$ cat src/design/tok_cfg_pkg.sv
`default_nettype none

package tok_cfg_pkg;

    localparam int apb_addr_w = 12;
    localparam int apb_data_w = 32;
    localparam int code_w     = 9;                 // 256 raw bytes plus vocabulary codes

    // Register window
    localparam logic [apb_addr_w-1:0] base_regs      = 12'h000;
    localparam logic [apb_addr_w-1:0] addr_ctrl      = 12'h000;
    localparam logic [apb_addr_w-1:0] addr_status    = 12'h004;
    localparam logic [apb_addr_w-1:0] addr_text_len  = 12'h008;
    localparam logic [apb_addr_w-1:0] addr_tok_count = 12'h00C;

    // Buffer windows decoded on address bits 11:10
    localparam logic [apb_addr_w-1:0] base_text  = 12'h400;
    localparam logic [apb_addr_w-1:0] base_vocab = 12'h800;
    localparam logic [apb_addr_w-1:0] base_code  = 12'hC00;

    typedef struct packed {
        logic done;                                // Bit 1
        logic busy;                                // Bit 0
    } status_t;

endpackage

`default_nettype wire

$ cat src/design/tok_data_pkg.sv
`default_nettype none

package tok_data_pkg;

    localparam int tok_max_len = 4;

    typedef logic [7:0] text_byte_t;

    typedef logic [tok_cfg_pkg::code_w-1:0] code_t;

    // First byte sits in the most significant position
    typedef struct packed {
        logic [2:0]                         len;   // 0 marks an unused entry
        text_byte_t [0:tok_max_len-1]       bytes;
    } vocab_entry_t;

    typedef struct packed {
        logic [2:0]                         avail; // Valid bytes from the current position
        text_byte_t [0:tok_max_len-1]       bytes;
    } window_t;

    typedef struct packed {
        code_t      code;
        logic [2:0] len;                           // Bytes consumed by this token
    } token_t;

endpackage

`default_nettype wire

$ cat src/design/tok_sram.sv
`timescale 1ns/1ps
`default_nettype none

module tok_sram #(
    parameter int  depth     = 64,
    parameter type payload_t = logic [7:0]
) (
    input  logic                     clk,
    input  logic                     we,
    input  logic [$clog2(depth)-1:0] waddr,
    input  payload_t                 wdata,
    input  logic [$clog2(depth)-1:0] raddr,
    output payload_t                 rdata
);

    payload_t mem [depth];

    always_ff @(posedge clk) begin
        if (we) begin
            mem[waddr] <= wdata;
        end
        rdata <= mem[raddr];                       // Registered read port
    end

endmodule

`default_nettype wire

$ cat src/design/tok_apb_regs.sv
`timescale 1ns/1ps
`default_nettype none

module tok_apb_regs #(
    parameter int text_depth  = 64,
    parameter int vocab_depth = 16
) (
    input  logic                                  clk,
    input  logic                                  rst_n,
    input  logic [tok_cfg_pkg::apb_addr_w-1:0]    paddr,
    input  logic                                  psel,
    input  logic                                  penable,
    input  logic                                  pwrite,
    input  logic [tok_cfg_pkg::apb_data_w-1:0]    pwdata,
    output logic [tok_cfg_pkg::apb_data_w-1:0]    prdata,
    output logic                                  pready,
    output logic                                  pslverr,
    output logic                                  text_we,
    output logic [$clog2(text_depth)-1:0]         text_waddr,
    output tok_data_pkg::text_byte_t              text_wdata,
    output logic                                  vocab_we,
    output logic [$clog2(vocab_depth)-1:0]        vocab_waddr,
    output tok_data_pkg::vocab_entry_t            vocab_wdata,
    output logic [$clog2(text_depth)-1:0]         code_raddr,
    input  tok_data_pkg::code_t                   code_rdata,
    output logic                                  start,
    output logic [$clog2(text_depth+1)-1:0]       text_len,
    input  logic                                  run_done,
    input  logic [$clog2(text_depth+1)-1:0]       tok_count
);

    import tok_cfg_pkg::*;

    localparam int addr_w = $clog2(text_depth);
    localparam int vidx_w = $clog2(vocab_depth);
    localparam int len_w  = $clog2(text_depth + 1);

    logic [1:0]       win_sel;
    logic [7:0]       word_idx;
    logic [6:0]       entry_idx;
    logic             access;
    logic             code_rd;
    logic             code_wait;
    logic             bad_addr;
    logic             bad_wr;
    logic             wr_ok;
    logic             start_wr;
    status_t          status;
    logic [len_w-1:0] count_q;
    logic [31:0]      vocab_bytes;

    assign win_sel   = paddr[11:10];
    assign word_idx  = paddr[9:2];
    assign entry_idx = paddr[9:3];                 // Two words per vocabulary entry
    assign access    = psel && penable;
    assign code_rd   = (win_sel == base_code[11:10]) && !pwrite;
    assign pready    = access && (!code_rd || code_wait);
    assign pslverr   = pready && (bad_addr || bad_wr);
    assign wr_ok     = pready && pwrite && !bad_addr && !bad_wr;
    assign start_wr  = wr_ok && (paddr == addr_ctrl) && pwdata[0];

    always_comb begin
        bad_addr = 1'b0;
        bad_wr   = 1'b0;
        case (win_sel)
            base_text[11:10]: begin
                bad_addr = word_idx >= text_depth;
                bad_wr   = pwrite && status.busy;
            end
            base_vocab[11:10]: begin
                bad_addr = entry_idx >= vocab_depth;
                bad_wr   = pwrite && status.busy;
            end
            base_code[11:10]: begin
                bad_addr = word_idx >= text_depth;
                bad_wr   = pwrite;                 // Code window is read-only
            end
            default: begin
                case (paddr)
                    addr_ctrl:      bad_wr = pwrite && status.busy;
                    addr_status:    bad_wr = 1'b0;
                    addr_text_len:  bad_wr = pwrite && (status.busy || pwdata == '0
                                             || pwdata > text_depth);
                    addr_tok_count: bad_wr = pwrite;
                    default:        bad_addr = 1'b1;
                endcase
            end
        endcase
    end

    assign text_we     = wr_ok && (win_sel == base_text[11:10]);
    assign text_waddr  = addr_w'(word_idx);
    assign text_wdata  = pwdata[7:0];
    assign vocab_we    = wr_ok && (win_sel == base_vocab[11:10]) && paddr[2];
    assign vocab_waddr = vidx_w'(entry_idx);
    assign vocab_wdata = {pwdata[2:0], vocab_bytes}; // Length word commits the entry
    assign code_raddr  = addr_w'(word_idx);

    always_ff @(posedge clk or negedge rst_n) begin
        if (!rst_n) begin
            code_wait <= 1'b0;
            start     <= 1'b0;
            status    <= '0;
            text_len  <= '0;
            count_q   <= '0;
        end else begin
            code_wait <= access && code_rd && !code_wait;
            start     <= start_wr;
            if (start_wr) begin
                status.busy <= 1'b1;
                status.done <= 1'b0;
                count_q     <= '0;
            end else if (run_done) begin
                status.busy <= 1'b0;
                status.done <= 1'b1;
                count_q     <= tok_count;
            end
            if (wr_ok && paddr == addr_text_len) begin
                text_len <= len_w'(pwdata);
            end
        end
    end

    always_ff @(posedge clk) begin
        if (wr_ok && win_sel == base_vocab[11:10] && !paddr[2]) begin
            vocab_bytes <= pwdata;
        end
    end

    always_comb begin
        prdata = '0;
        if (win_sel == base_code[11:10]) begin
            prdata = 32'(code_rdata);
        end else if (win_sel == base_regs[11:10]) begin
            case (paddr)
                addr_status:    prdata = 32'(status);
                addr_text_len:  prdata = 32'(text_len);
                addr_tok_count: prdata = 32'(count_q);
                default:        prdata = '0;
            endcase
        end
    end

endmodule

`default_nettype wire

$ cat src/design/tok_char_fetch.sv
`timescale 1ns/1ps
`default_nettype none

module tok_char_fetch #(
    parameter int text_depth = 64
) (
    input  logic                                clk,
    input  logic                                rst_n,
    input  logic                                start,
    input  logic [$clog2(text_depth+1)-1:0]     text_len,
    output logic [$clog2(text_depth)-1:0]       text_raddr,
    input  tok_data_pkg::text_byte_t            text_rdata,
    output tok_data_pkg::window_t               win,
    output logic                                win_valid,
    input  logic                                win_ready,
    input  logic                                adv_valid,
    input  logic [2:0]                          adv_len
);

    import tok_data_pkg::*;

    localparam int addr_w = $clog2(text_depth);
    localparam int len_w  = $clog2(text_depth + 1);

    typedef enum logic [1:0] {f_idle, f_read, f_valid, f_wait} fetch_state_t;

    fetch_state_t     state;
    logic [len_w-1:0] pos;
    logic [len_w-1:0] next_pos;
    logic [len_w-1:0] rem;
    logic [2:0]       next_avail;
    logic [2:0]       cnt;
    logic             load;

    assign next_pos   = start ? '0 : pos + len_w'(adv_len);
    assign rem        = text_len - next_pos;
    assign next_avail = (rem > tok_max_len) ? 3'(tok_max_len) : rem[2:0];
    assign load       = (state == f_idle && start)
                     || (state == f_wait && adv_valid && next_pos < text_len);
    assign text_raddr = addr_w'(pos + len_w'(cnt));
    assign win_valid  = state == f_valid;

    always_ff @(posedge clk or negedge rst_n) begin
        if (!rst_n) begin
            state <= f_idle;
            pos   <= '0;
            cnt   <= '0;
        end else begin
            case (state)
                f_idle: begin
                    if (start) begin
                        pos   <= next_pos;
                        cnt   <= '0;
                        state <= f_read;
                    end
                end
                f_read: begin
                    cnt <= cnt + 3'd1;
                    if (cnt == win.avail) begin // Last byte lands this cycle
                        state <= f_valid;
                    end
                end
                f_valid: begin
                    if (win_ready) begin
                        state <= f_wait;
                    end
                end
                default: begin
                    if (adv_valid) begin
                        pos   <= next_pos;
                        cnt   <= '0;
                        state <= load ? f_read : f_idle; // End of text
                    end
                end
            endcase
        end
    end

    always_ff @(posedge clk) begin
        if (load) begin
            win.bytes <= '0;
            win.avail <= next_avail;
        end else if (state == f_read && cnt != 3'd0) begin
            win.bytes[2'(cnt - 3'd1)] <= text_rdata;
        end
    end

endmodule

`default_nettype wire

$ cat src/design/tok_vocab_match.sv
`timescale 1ns/1ps
`default_nettype none

module tok_vocab_match #(
    parameter int vocab_depth = 16
) (
    input  logic                                clk,
    input  logic                                rst_n,
    input  tok_data_pkg::window_t               win,
    input  logic                                win_valid,
    output logic                                win_ready,
    output logic [$clog2(vocab_depth)-1:0]      vocab_raddr,
    input  tok_data_pkg::vocab_entry_t          vocab_rdata,
    output tok_data_pkg::token_t                tok,
    output logic                                tok_valid,
    input  logic                                tok_ready,
    output logic                                adv_valid,
    output logic [2:0]                          adv_len
);

    import tok_data_pkg::*;

    localparam int idx_w = $clog2(vocab_depth);
    localparam int cnt_w = $clog2(vocab_depth + 1);

    typedef enum logic [1:0] {m_idle, m_scan, m_offer} match_state_t;

    match_state_t     state;
    window_t          win_q;
    logic [cnt_w-1:0] scan_cnt;
    logic             scan_last;
    logic [idx_w-1:0] cur_idx;
    logic             hit;
    logic [2:0]       best_len;
    logic [idx_w-1:0] best_idx;
    logic [2:0]       cand_len;
    logic [idx_w-1:0] cand_idx;

    assign win_ready   = state == m_idle;
    assign tok_valid   = state == m_offer;
    assign adv_valid   = tok_valid && tok_ready;
    assign adv_len     = tok.len;
    assign vocab_raddr = idx_w'(scan_cnt);
    assign cur_idx     = idx_w'(scan_cnt - 1'b1); // Entry whose data arrives now
    assign scan_last   = scan_cnt == cnt_w'(vocab_depth);

    // Strictly longer only, so the earliest entry keeps a tie
    always_comb begin
        hit = vocab_rdata.len != 3'd0
           && vocab_rdata.len <= win_q.avail
           && vocab_rdata.len > best_len;
        for (int k = 0; k < tok_max_len; k++) begin
            if (k < vocab_rdata.len && vocab_rdata.bytes[k] != win_q.bytes[k]) begin
                hit = 1'b0;
            end
        end
    end

    assign cand_len = (scan_cnt != '0 && hit) ? vocab_rdata.len : best_len;
    assign cand_idx = (scan_cnt != '0 && hit) ? cur_idx : best_idx;

    always_ff @(posedge clk or negedge rst_n) begin
        if (!rst_n) begin
            state    <= m_idle;
            scan_cnt <= '0;
        end else begin
            case (state)
                m_idle: begin
                    scan_cnt <= '0;
                    if (win_valid) begin
                        state <= m_scan;
                    end
                end
                m_scan: begin
                    scan_cnt <= scan_cnt + 1'b1;
                    if (scan_last) begin
                        state <= m_offer;
                    end
                end
                default: begin
                    if (tok_ready) begin
                        state <= m_idle;
                    end
                end
            endcase
        end
    end

    always_ff @(posedge clk) begin
        if (win_valid && win_ready) begin
            win_q    <= win;
            best_len <= '0;
            best_idx <= '0;
        end else if (state == m_scan) begin
            best_len <= cand_len;
            best_idx <= cand_idx;
            if (scan_last) begin
                if (cand_len != 3'd0) begin
                    tok.code <= code_t'(256 + cand_idx);
                    tok.len  <= cand_len;
                end else begin
                    tok.code <= code_t'(win_q.bytes[0]); // Raw byte fallback
                    tok.len  <= 3'd1;
                end
            end
        end
    end

endmodule

`default_nettype wire

$ cat src/design/tok_code_emit.sv
`timescale 1ns/1ps
`default_nettype none

module tok_code_emit #(
    parameter int text_depth = 64
) (
    input  logic                                clk,
    input  logic                                rst_n,
    input  logic                                start,
    input  logic [$clog2(text_depth+1)-1:0]     text_len,
    input  tok_data_pkg::token_t                tok,
    input  logic                                tok_valid,
    output logic                                tok_ready,
    output logic                                code_we,
    output logic [$clog2(text_depth)-1:0]       code_waddr,
    output tok_data_pkg::code_t                 code_wdata,
    output logic                                run_done,
    output logic [$clog2(text_depth+1)-1:0]     tok_count
);

    localparam int addr_w = $clog2(text_depth);
    localparam int len_w  = $clog2(text_depth + 1);

    logic             running;
    logic             accept;
    logic [len_w-1:0] consumed;
    logic [len_w-1:0] consumed_nxt;

    assign tok_ready    = running;
    assign accept       = tok_valid && tok_ready;
    assign code_we      = accept;
    assign code_waddr   = addr_w'(tok_count);
    assign code_wdata   = tok.code;
    assign consumed_nxt = consumed + len_w'(tok.len);

    always_ff @(posedge clk or negedge rst_n) begin
        if (!rst_n) begin
            running   <= 1'b0;
            tok_count <= '0;
            consumed  <= '0;
            run_done  <= 1'b0;
        end else begin
            run_done <= accept && consumed_nxt == text_len; // Last code just written
            if (start) begin
                running   <= 1'b1;
                tok_count <= '0;
                consumed  <= '0;
            end else if (accept) begin
                tok_count <= tok_count + 1'b1;
                consumed  <= consumed_nxt;
                if (consumed_nxt == text_len) begin
                    running <= 1'b0;
                end
            end
        end
    end

endmodule

`default_nettype wire

$ cat src/design/tok_encoder_top.sv
`timescale 1ns/1ps
`default_nettype none

module tok_encoder_top #(
    parameter int text_depth  = 64,
    parameter int vocab_depth = 16
) (
    input  logic                                clk,
    input  logic                                rst_n,
    input  logic [tok_cfg_pkg::apb_addr_w-1:0]  paddr,
    input  logic                                psel,
    input  logic                                penable,
    input  logic                                pwrite,
    input  logic [tok_cfg_pkg::apb_data_w-1:0]  pwdata,
    output logic [tok_cfg_pkg::apb_data_w-1:0]  prdata,
    output logic                                pready,
    output logic                                pslverr
);

    import tok_data_pkg::*;

    localparam int addr_w = $clog2(text_depth);
    localparam int vidx_w = $clog2(vocab_depth);
    localparam int len_w  = $clog2(text_depth + 1);

    logic              text_we;
    logic [addr_w-1:0] text_waddr;
    text_byte_t        text_wdata;
    logic [addr_w-1:0] text_raddr;
    text_byte_t        text_rdata;
    logic              vocab_we;
    logic [vidx_w-1:0] vocab_waddr;
    vocab_entry_t      vocab_wdata;
    logic [vidx_w-1:0] vocab_raddr;
    vocab_entry_t      vocab_rdata;
    logic              code_we;
    logic [addr_w-1:0] code_waddr;
    code_t             code_wdata;
    logic [addr_w-1:0] code_raddr;
    code_t             code_rdata;
    logic              start;
    logic [len_w-1:0]  text_len;
    logic              run_done;
    logic [len_w-1:0]  tok_count;
    window_t           win;
    logic              win_valid;
    logic              win_ready;
    logic              adv_valid;
    logic [2:0]        adv_len;
    token_t            tok;
    logic              tok_valid;
    logic              tok_ready;

    tok_apb_regs #(.text_depth(text_depth), .vocab_depth(vocab_depth)) apb_regs (
        .clk(clk), .rst_n(rst_n),
        .paddr(paddr), .psel(psel), .penable(penable), .pwrite(pwrite), .pwdata(pwdata),
        .prdata(prdata), .pready(pready), .pslverr(pslverr),
        .text_we(text_we), .text_waddr(text_waddr), .text_wdata(text_wdata),
        .vocab_we(vocab_we), .vocab_waddr(vocab_waddr), .vocab_wdata(vocab_wdata),
        .code_raddr(code_raddr), .code_rdata(code_rdata),
        .start(start), .text_len(text_len), .run_done(run_done), .tok_count(tok_count)
    );

    tok_char_fetch #(.text_depth(text_depth)) char_fetch (
        .clk(clk), .rst_n(rst_n), .start(start), .text_len(text_len),
        .text_raddr(text_raddr), .text_rdata(text_rdata),
        .win(win), .win_valid(win_valid), .win_ready(win_ready),
        .adv_valid(adv_valid), .adv_len(adv_len)
    );

    tok_vocab_match #(.vocab_depth(vocab_depth)) vocab_match (
        .clk(clk), .rst_n(rst_n),
        .win(win), .win_valid(win_valid), .win_ready(win_ready),
        .vocab_raddr(vocab_raddr), .vocab_rdata(vocab_rdata),
        .tok(tok), .tok_valid(tok_valid), .tok_ready(tok_ready),
        .adv_valid(adv_valid), .adv_len(adv_len)
    );

    tok_code_emit #(.text_depth(text_depth)) code_emit (
        .clk(clk), .rst_n(rst_n), .start(start), .text_len(text_len),
        .tok(tok), .tok_valid(tok_valid), .tok_ready(tok_ready),
        .code_we(code_we), .code_waddr(code_waddr), .code_wdata(code_wdata),
        .run_done(run_done), .tok_count(tok_count)
    );

    tok_sram #(.depth(text_depth), .payload_t(text_byte_t)) text_buf (
        .clk(clk), .we(text_we), .waddr(text_waddr), .wdata(text_wdata),
        .raddr(text_raddr), .rdata(text_rdata)
    );

    tok_sram #(.depth(vocab_depth), .payload_t(vocab_entry_t)) vocab_buf (
        .clk(clk), .we(vocab_we), .waddr(vocab_waddr), .wdata(vocab_wdata),
        .raddr(vocab_raddr), .rdata(vocab_rdata)
    );

    tok_sram #(.depth(text_depth), .payload_t(code_t)) code_buf (
        .clk(clk), .we(code_we), .waddr(code_waddr), .wdata(code_wdata),
        .raddr(code_raddr), .rdata(code_rdata)
    );

endmodule

`default_nettype wire

$ cat config.mk
export PLATFORM = sky130hd
export DESIGN_NAME = tok_encoder_top
export DESIGN_NICKNAME = d
export VERILOG_FILES = /design/src/design/tok_cfg_pkg.sv /design/src/design/tok_data_pkg.sv /design/src/design/tok_sram.sv /design/src/design/tok_apb_regs.sv /design/src/design/tok_char_fetch.sv /design/src/design/tok_vocab_match.sv /design/src/design/tok_code_emit.sv /design/src/design/tok_encoder_top.sv
export SDC_FILE = /design/constraint.sdc
export NUM_CORES = 2
export LEC_CHECK = 0
export ABC_AREA = 1
export BUFFER_PORTS_ARGS = -buffer_cell sky130_fd_sc_hd__buf_2
export CAP_MARGIN = 0
export CORE_MARGIN = 3
export CORE_UTILIZATION = 60
export DETAILED_ROUTE_END_ITERATION = 6
export PLACE_DENSITY = 0.76
export SLEW_MARGIN = 25
export SYNTH_ARGS = -nofsm -noshare
export SYNTH_HDL_FRONTEND = slang
export SYNTH_HIERARCHICAL = 1
export SYNTH_SLANG_ARGS = --single-unit
$ cat constraint.sdc
create_clock -name clk -period 10.35 [get_ports clk]
set_input_delay 2.07 -clock clk [delete_from_list [all_inputs] [get_ports clk]]
set_output_delay 2.07 -clock clk [all_outputs]
set_load 0.005 [all_outputs]
==> results.yml <==
outcome:
  status: "complete, but fails checks"
  violations: "design-rule violations"
power_and_ir_drop:
  power_switching_mw: 7.03
  power_density_nw_per_um2: 240
  sequentialPowerShare_pct: 42.0
  comb_power_share_pct: 27.0
  p_sw_share_pct: 33.9
  p_int_mw: 13.7
  leakagePower_nw: 33.6
  vdd_drop_max_mv: 0.280
  p_clk_share_pct: 31.0
timing:
  period_needed_ps: 6630
  timing.slew.headroom_pct: 22.2
  rsz0062_at_grt: "false"
  tightest_slew_ps: 1160
  clock.fmax_ghz: 0.151
  hold_violations: 0
  setup-tns-final_ps: 0
  setup_viol: 0
  min_period_over_period_pct: 64.1
  maxSlewViolCount: 0
  fin_skew_ps: 31.5
floorplanning:
  die_h_um: 370
  dieArea_um2: 137000
  ios: 83
  fp.dieW_um: 370
  start_util_pct: 60.5
  rows: 133
  core_um2: 132000
clocking:
  clock_latency_ps: 820
  cts_buffers: 183
  post_cts_buffers: 0
  cts_tree: "done"
  cts_resized: 0
  clockBufferDepth: 3
  clk_pin_slew_worst_paths_ps: 60
  hold_buffers: 0
  cts-root-buf: "clkbuf_16"
  clock-sinks: 1874
  htreeDepth: 4
cells_and_area:
  final_nets: 7302
  stdcell_area_um2: 86300
  area_growth_pct: 8.31
  fin_cells: 9123
  drive_above_1_share_pct: 6.99
global_routing:
  antenna_found_initial: 6
  grt-ovfl-total: 0
  track_usage_pct: 27.8
  grt_max_degree: 154
  grt_pass1_wl_um: 291000
  grt_pass1_vias: 50700
setup_path:
  critical_path_required_ps: 8280
  worstPathArrival_ps: 4560
  critPathTopFamily: "simple AND/OR/NAND/NOR gates"
  crit_type: "in2out"
  critPathMaxStageDelay_ps: 750
  crit_buf_inv: 3
  path_max_fanout: 67
  crit_chain: "buf_2, buf_4, nor2_1, nand2_1, nor2_1, nor2_1, nand3_1, nand2_1, nand2_1, a21oi_4, nor2_1, buf_2"
  slowest_stage: "buf_4"
  start_kind: "input pin"
  end_kind: "output pin"
  crit_top_cell: "nor2_1"
min_path:
  hp-class: "reg2reg"
logic_synthesis:
  synth_mux_area_share_pct: 0
  syn_inst: 7299
  yosys.area_share.simple_pct: 22.4
  ys_seq_area_share_pct: 69.2
  synth_area_leaders: "edfxtp_1 (65%), nand2_1 (11%), nand3_1 (8.8%)"
  synth_area_um2: 79600
  synth_cell_types: 52
  synth-main-ff-cell: "edfxtp_1"
  synth_top_area_share_pct: 65.2
  ys.warnings.count: 6
  synth-edff-count: 1730
  synth_top_family_by_area: "simple AND/OR/NAND/NOR gates"
  synth_compound_area_share_pct: 1.05
  async_reset_ff_share_pct: 2.83
  synth_adder_area_share_pct: 0.745
  synth_area_per_cell_um2: 10.9
  yosysTopAreaCell: "edfxtp_1"
  synthXorXnorAreaFrac_pct: 0.220
  ys_seq_elements: 1874
drt:
  drcViolationCount: 9
  ant_nets: 0
  vias_per_cell: 5.84
  drt-initial-drc-count: 6908
  wire_per_inst_um: 21.1
  dr.pass1.iters: 7
  drt-total-wl_um: 192000
  vias: 53300
placement:
  place_congestion: 0.880
  portBuffers: 59
  hpwl_um: 109000
  place_area_um2: 80300
  dp.cells: 8776
run:
  maxCapViolCount: 0
routing by layer:
metal  share of wire (%)  vias up  track usage [%]  wire length (um)
met3                  10      455             4.96             19400
li1                    -    24400                -                 -
met5               0.016        -                0                30
met1                  39    25400             38.0             74300
met2                  47     2940             44.1             90300
met4                 4.2        4             12.4              8040
path summary, 6_finish.rpt:
check / slack [ps] / endpoint / cells past startpoint / start
worst max register to register: 6180 / text_buf/mem[12][5]$_DFFE_PP_ / 9 / apb_regs/status[0]$_DFFE_PN0P_
worst max-delay path: 3720 / pslverr / 12 / pwdata[3]
min in group asynchronous: 1450 / char_fetch/state[1]$_DFFE_PN0P_ / 2 / rst_n
worst min register to register: 430 / vocab_match/win_q[9]$_DFFE_PP_ / 0 / char_fetch/win[9]$_SDFFE_PP0P_
worst min-delay path: 430 / vocab_match/win_q[9]$_DFFE_PP_ / 0 / char_fetch/win[9]$_SDFFE_PP0P_
max in group asynchronous: 8310 / vocab_match/scan_cnt[1]$_DFFE_PN0P_ / 2 / rst_n
kinds of logic (layout without fill, tap and decap cells):
kind of cell | count (synthesis) | in the layout
AND/OR/NAND/NOR | 4167 | 4167
flip-flops | 1874 | 1874
buffers and inverters | 1063 | 1106
AO/OA/AOI/OAI | 129 | 129
adder cells (fa/ha/maj) | 45 | 45
XOR/XNOR | 20 | 20
other | 1 | 27
Yosys cell counts (13+ instances only):
library cell     n
buf_1           31
buf_2          164
inv_1          598
buf_4          103
o21ai_0         43
dfxtp_1         91
edfxtp_1      1730
dfrtp_1         53
nand4_1         67
clkbuf_1        80
nand3_1       1408
a21oi_1         26
inv_2           13
nor4_1          17
xnor2_1         15
nand2_1       2406
buf_6           60
a21oi_2         32
nor2_1         215
ha_1            41
flip-flops by register name, indices dropped and copies added, names as in the netlist, 8 cells and up:
signal	cells
code_buf/mem	576
vocab_buf/mem	560
code_buf/rdata	9
vocab_match/tok	9
char_fetch/win	35
vocab_match/win_q	35
text_buf/rdata	8
text_buf/mem	512
vocab_buf/rdata	35
apb_regs/vocab_bytes	32
final cells by class:
class | count | area [um^2]
flip-flops and latches | 1874 | 55100
fillers | 9482 | 45400
multi-input cells | 4384 | 19700
clock buffers | 254 | 5130
inverters | 619 | 2360
well taps | 1755 | 2200
repair buffers | 146 | 1020
clock inverters | 87 | 771
diodes | 4 | 10.0
metrics by stage:
stage | worst slack, ps | util [%] | hold WS (ps) | total power [mW]
2_1_floorplan | 4440 | - | 409 | 13.0
3_3_place_gp | 3350 | 61.0 | 413 | 14.1
3_5_place_dp | 3260 | 61.0 | 419 | 14.3
4_1_cts | 3730 | 65.5 | 430 | 20.7
5_1_grt | 3540 | 65.5 | 442 | 21.7
6_report | 3720 | 65.5 | 432 | 20.7
power by group through the flow:
stage / clock (mW) / sequential, mW / combinational (mW)
after floorplan: 0 / 8.73 / 4.27
after global placement: 0 / 8.85 / 5.29
after detailed placement: 0 / 8.85 / 5.43
after CTS: 6.50 / 8.70 / 5.49
after global routing: 6.81 / 8.72 / 6.15
final: 6.43 / 8.70 / 5.60
cells in the final DEF, fill, tap and decap left out, types with 10 or more instances in the layout:
cell	netlist	layout
a21oi_1	26	26
a21oi_2	32	32
buf_2	164	53
buf_4	103	88
clkbuf_1	80	49
clkbuf_16	0	189
clkbuf_8	0	16
clkinv_1	4	34
clkinv_2	1	29
conb_1	1	23
dfrtp_1	53	49
dfxtp_1	91	91
edfxtp_1	1730	1730
ha_1	41	40
inv_1	598	595
inv_2	13	11
nand2_1	2406	2406
nand2_2	11	11
nand3_1	1408	1408
nand4_1	67	67
nor2_1	215	199
nor2_4	2	18
nor3_1	11	10
nor4_1	17	17
o21ai_0	43	43
xnor2_1	15	14
No activity file was read; power rests on OpenSTA's default activity.
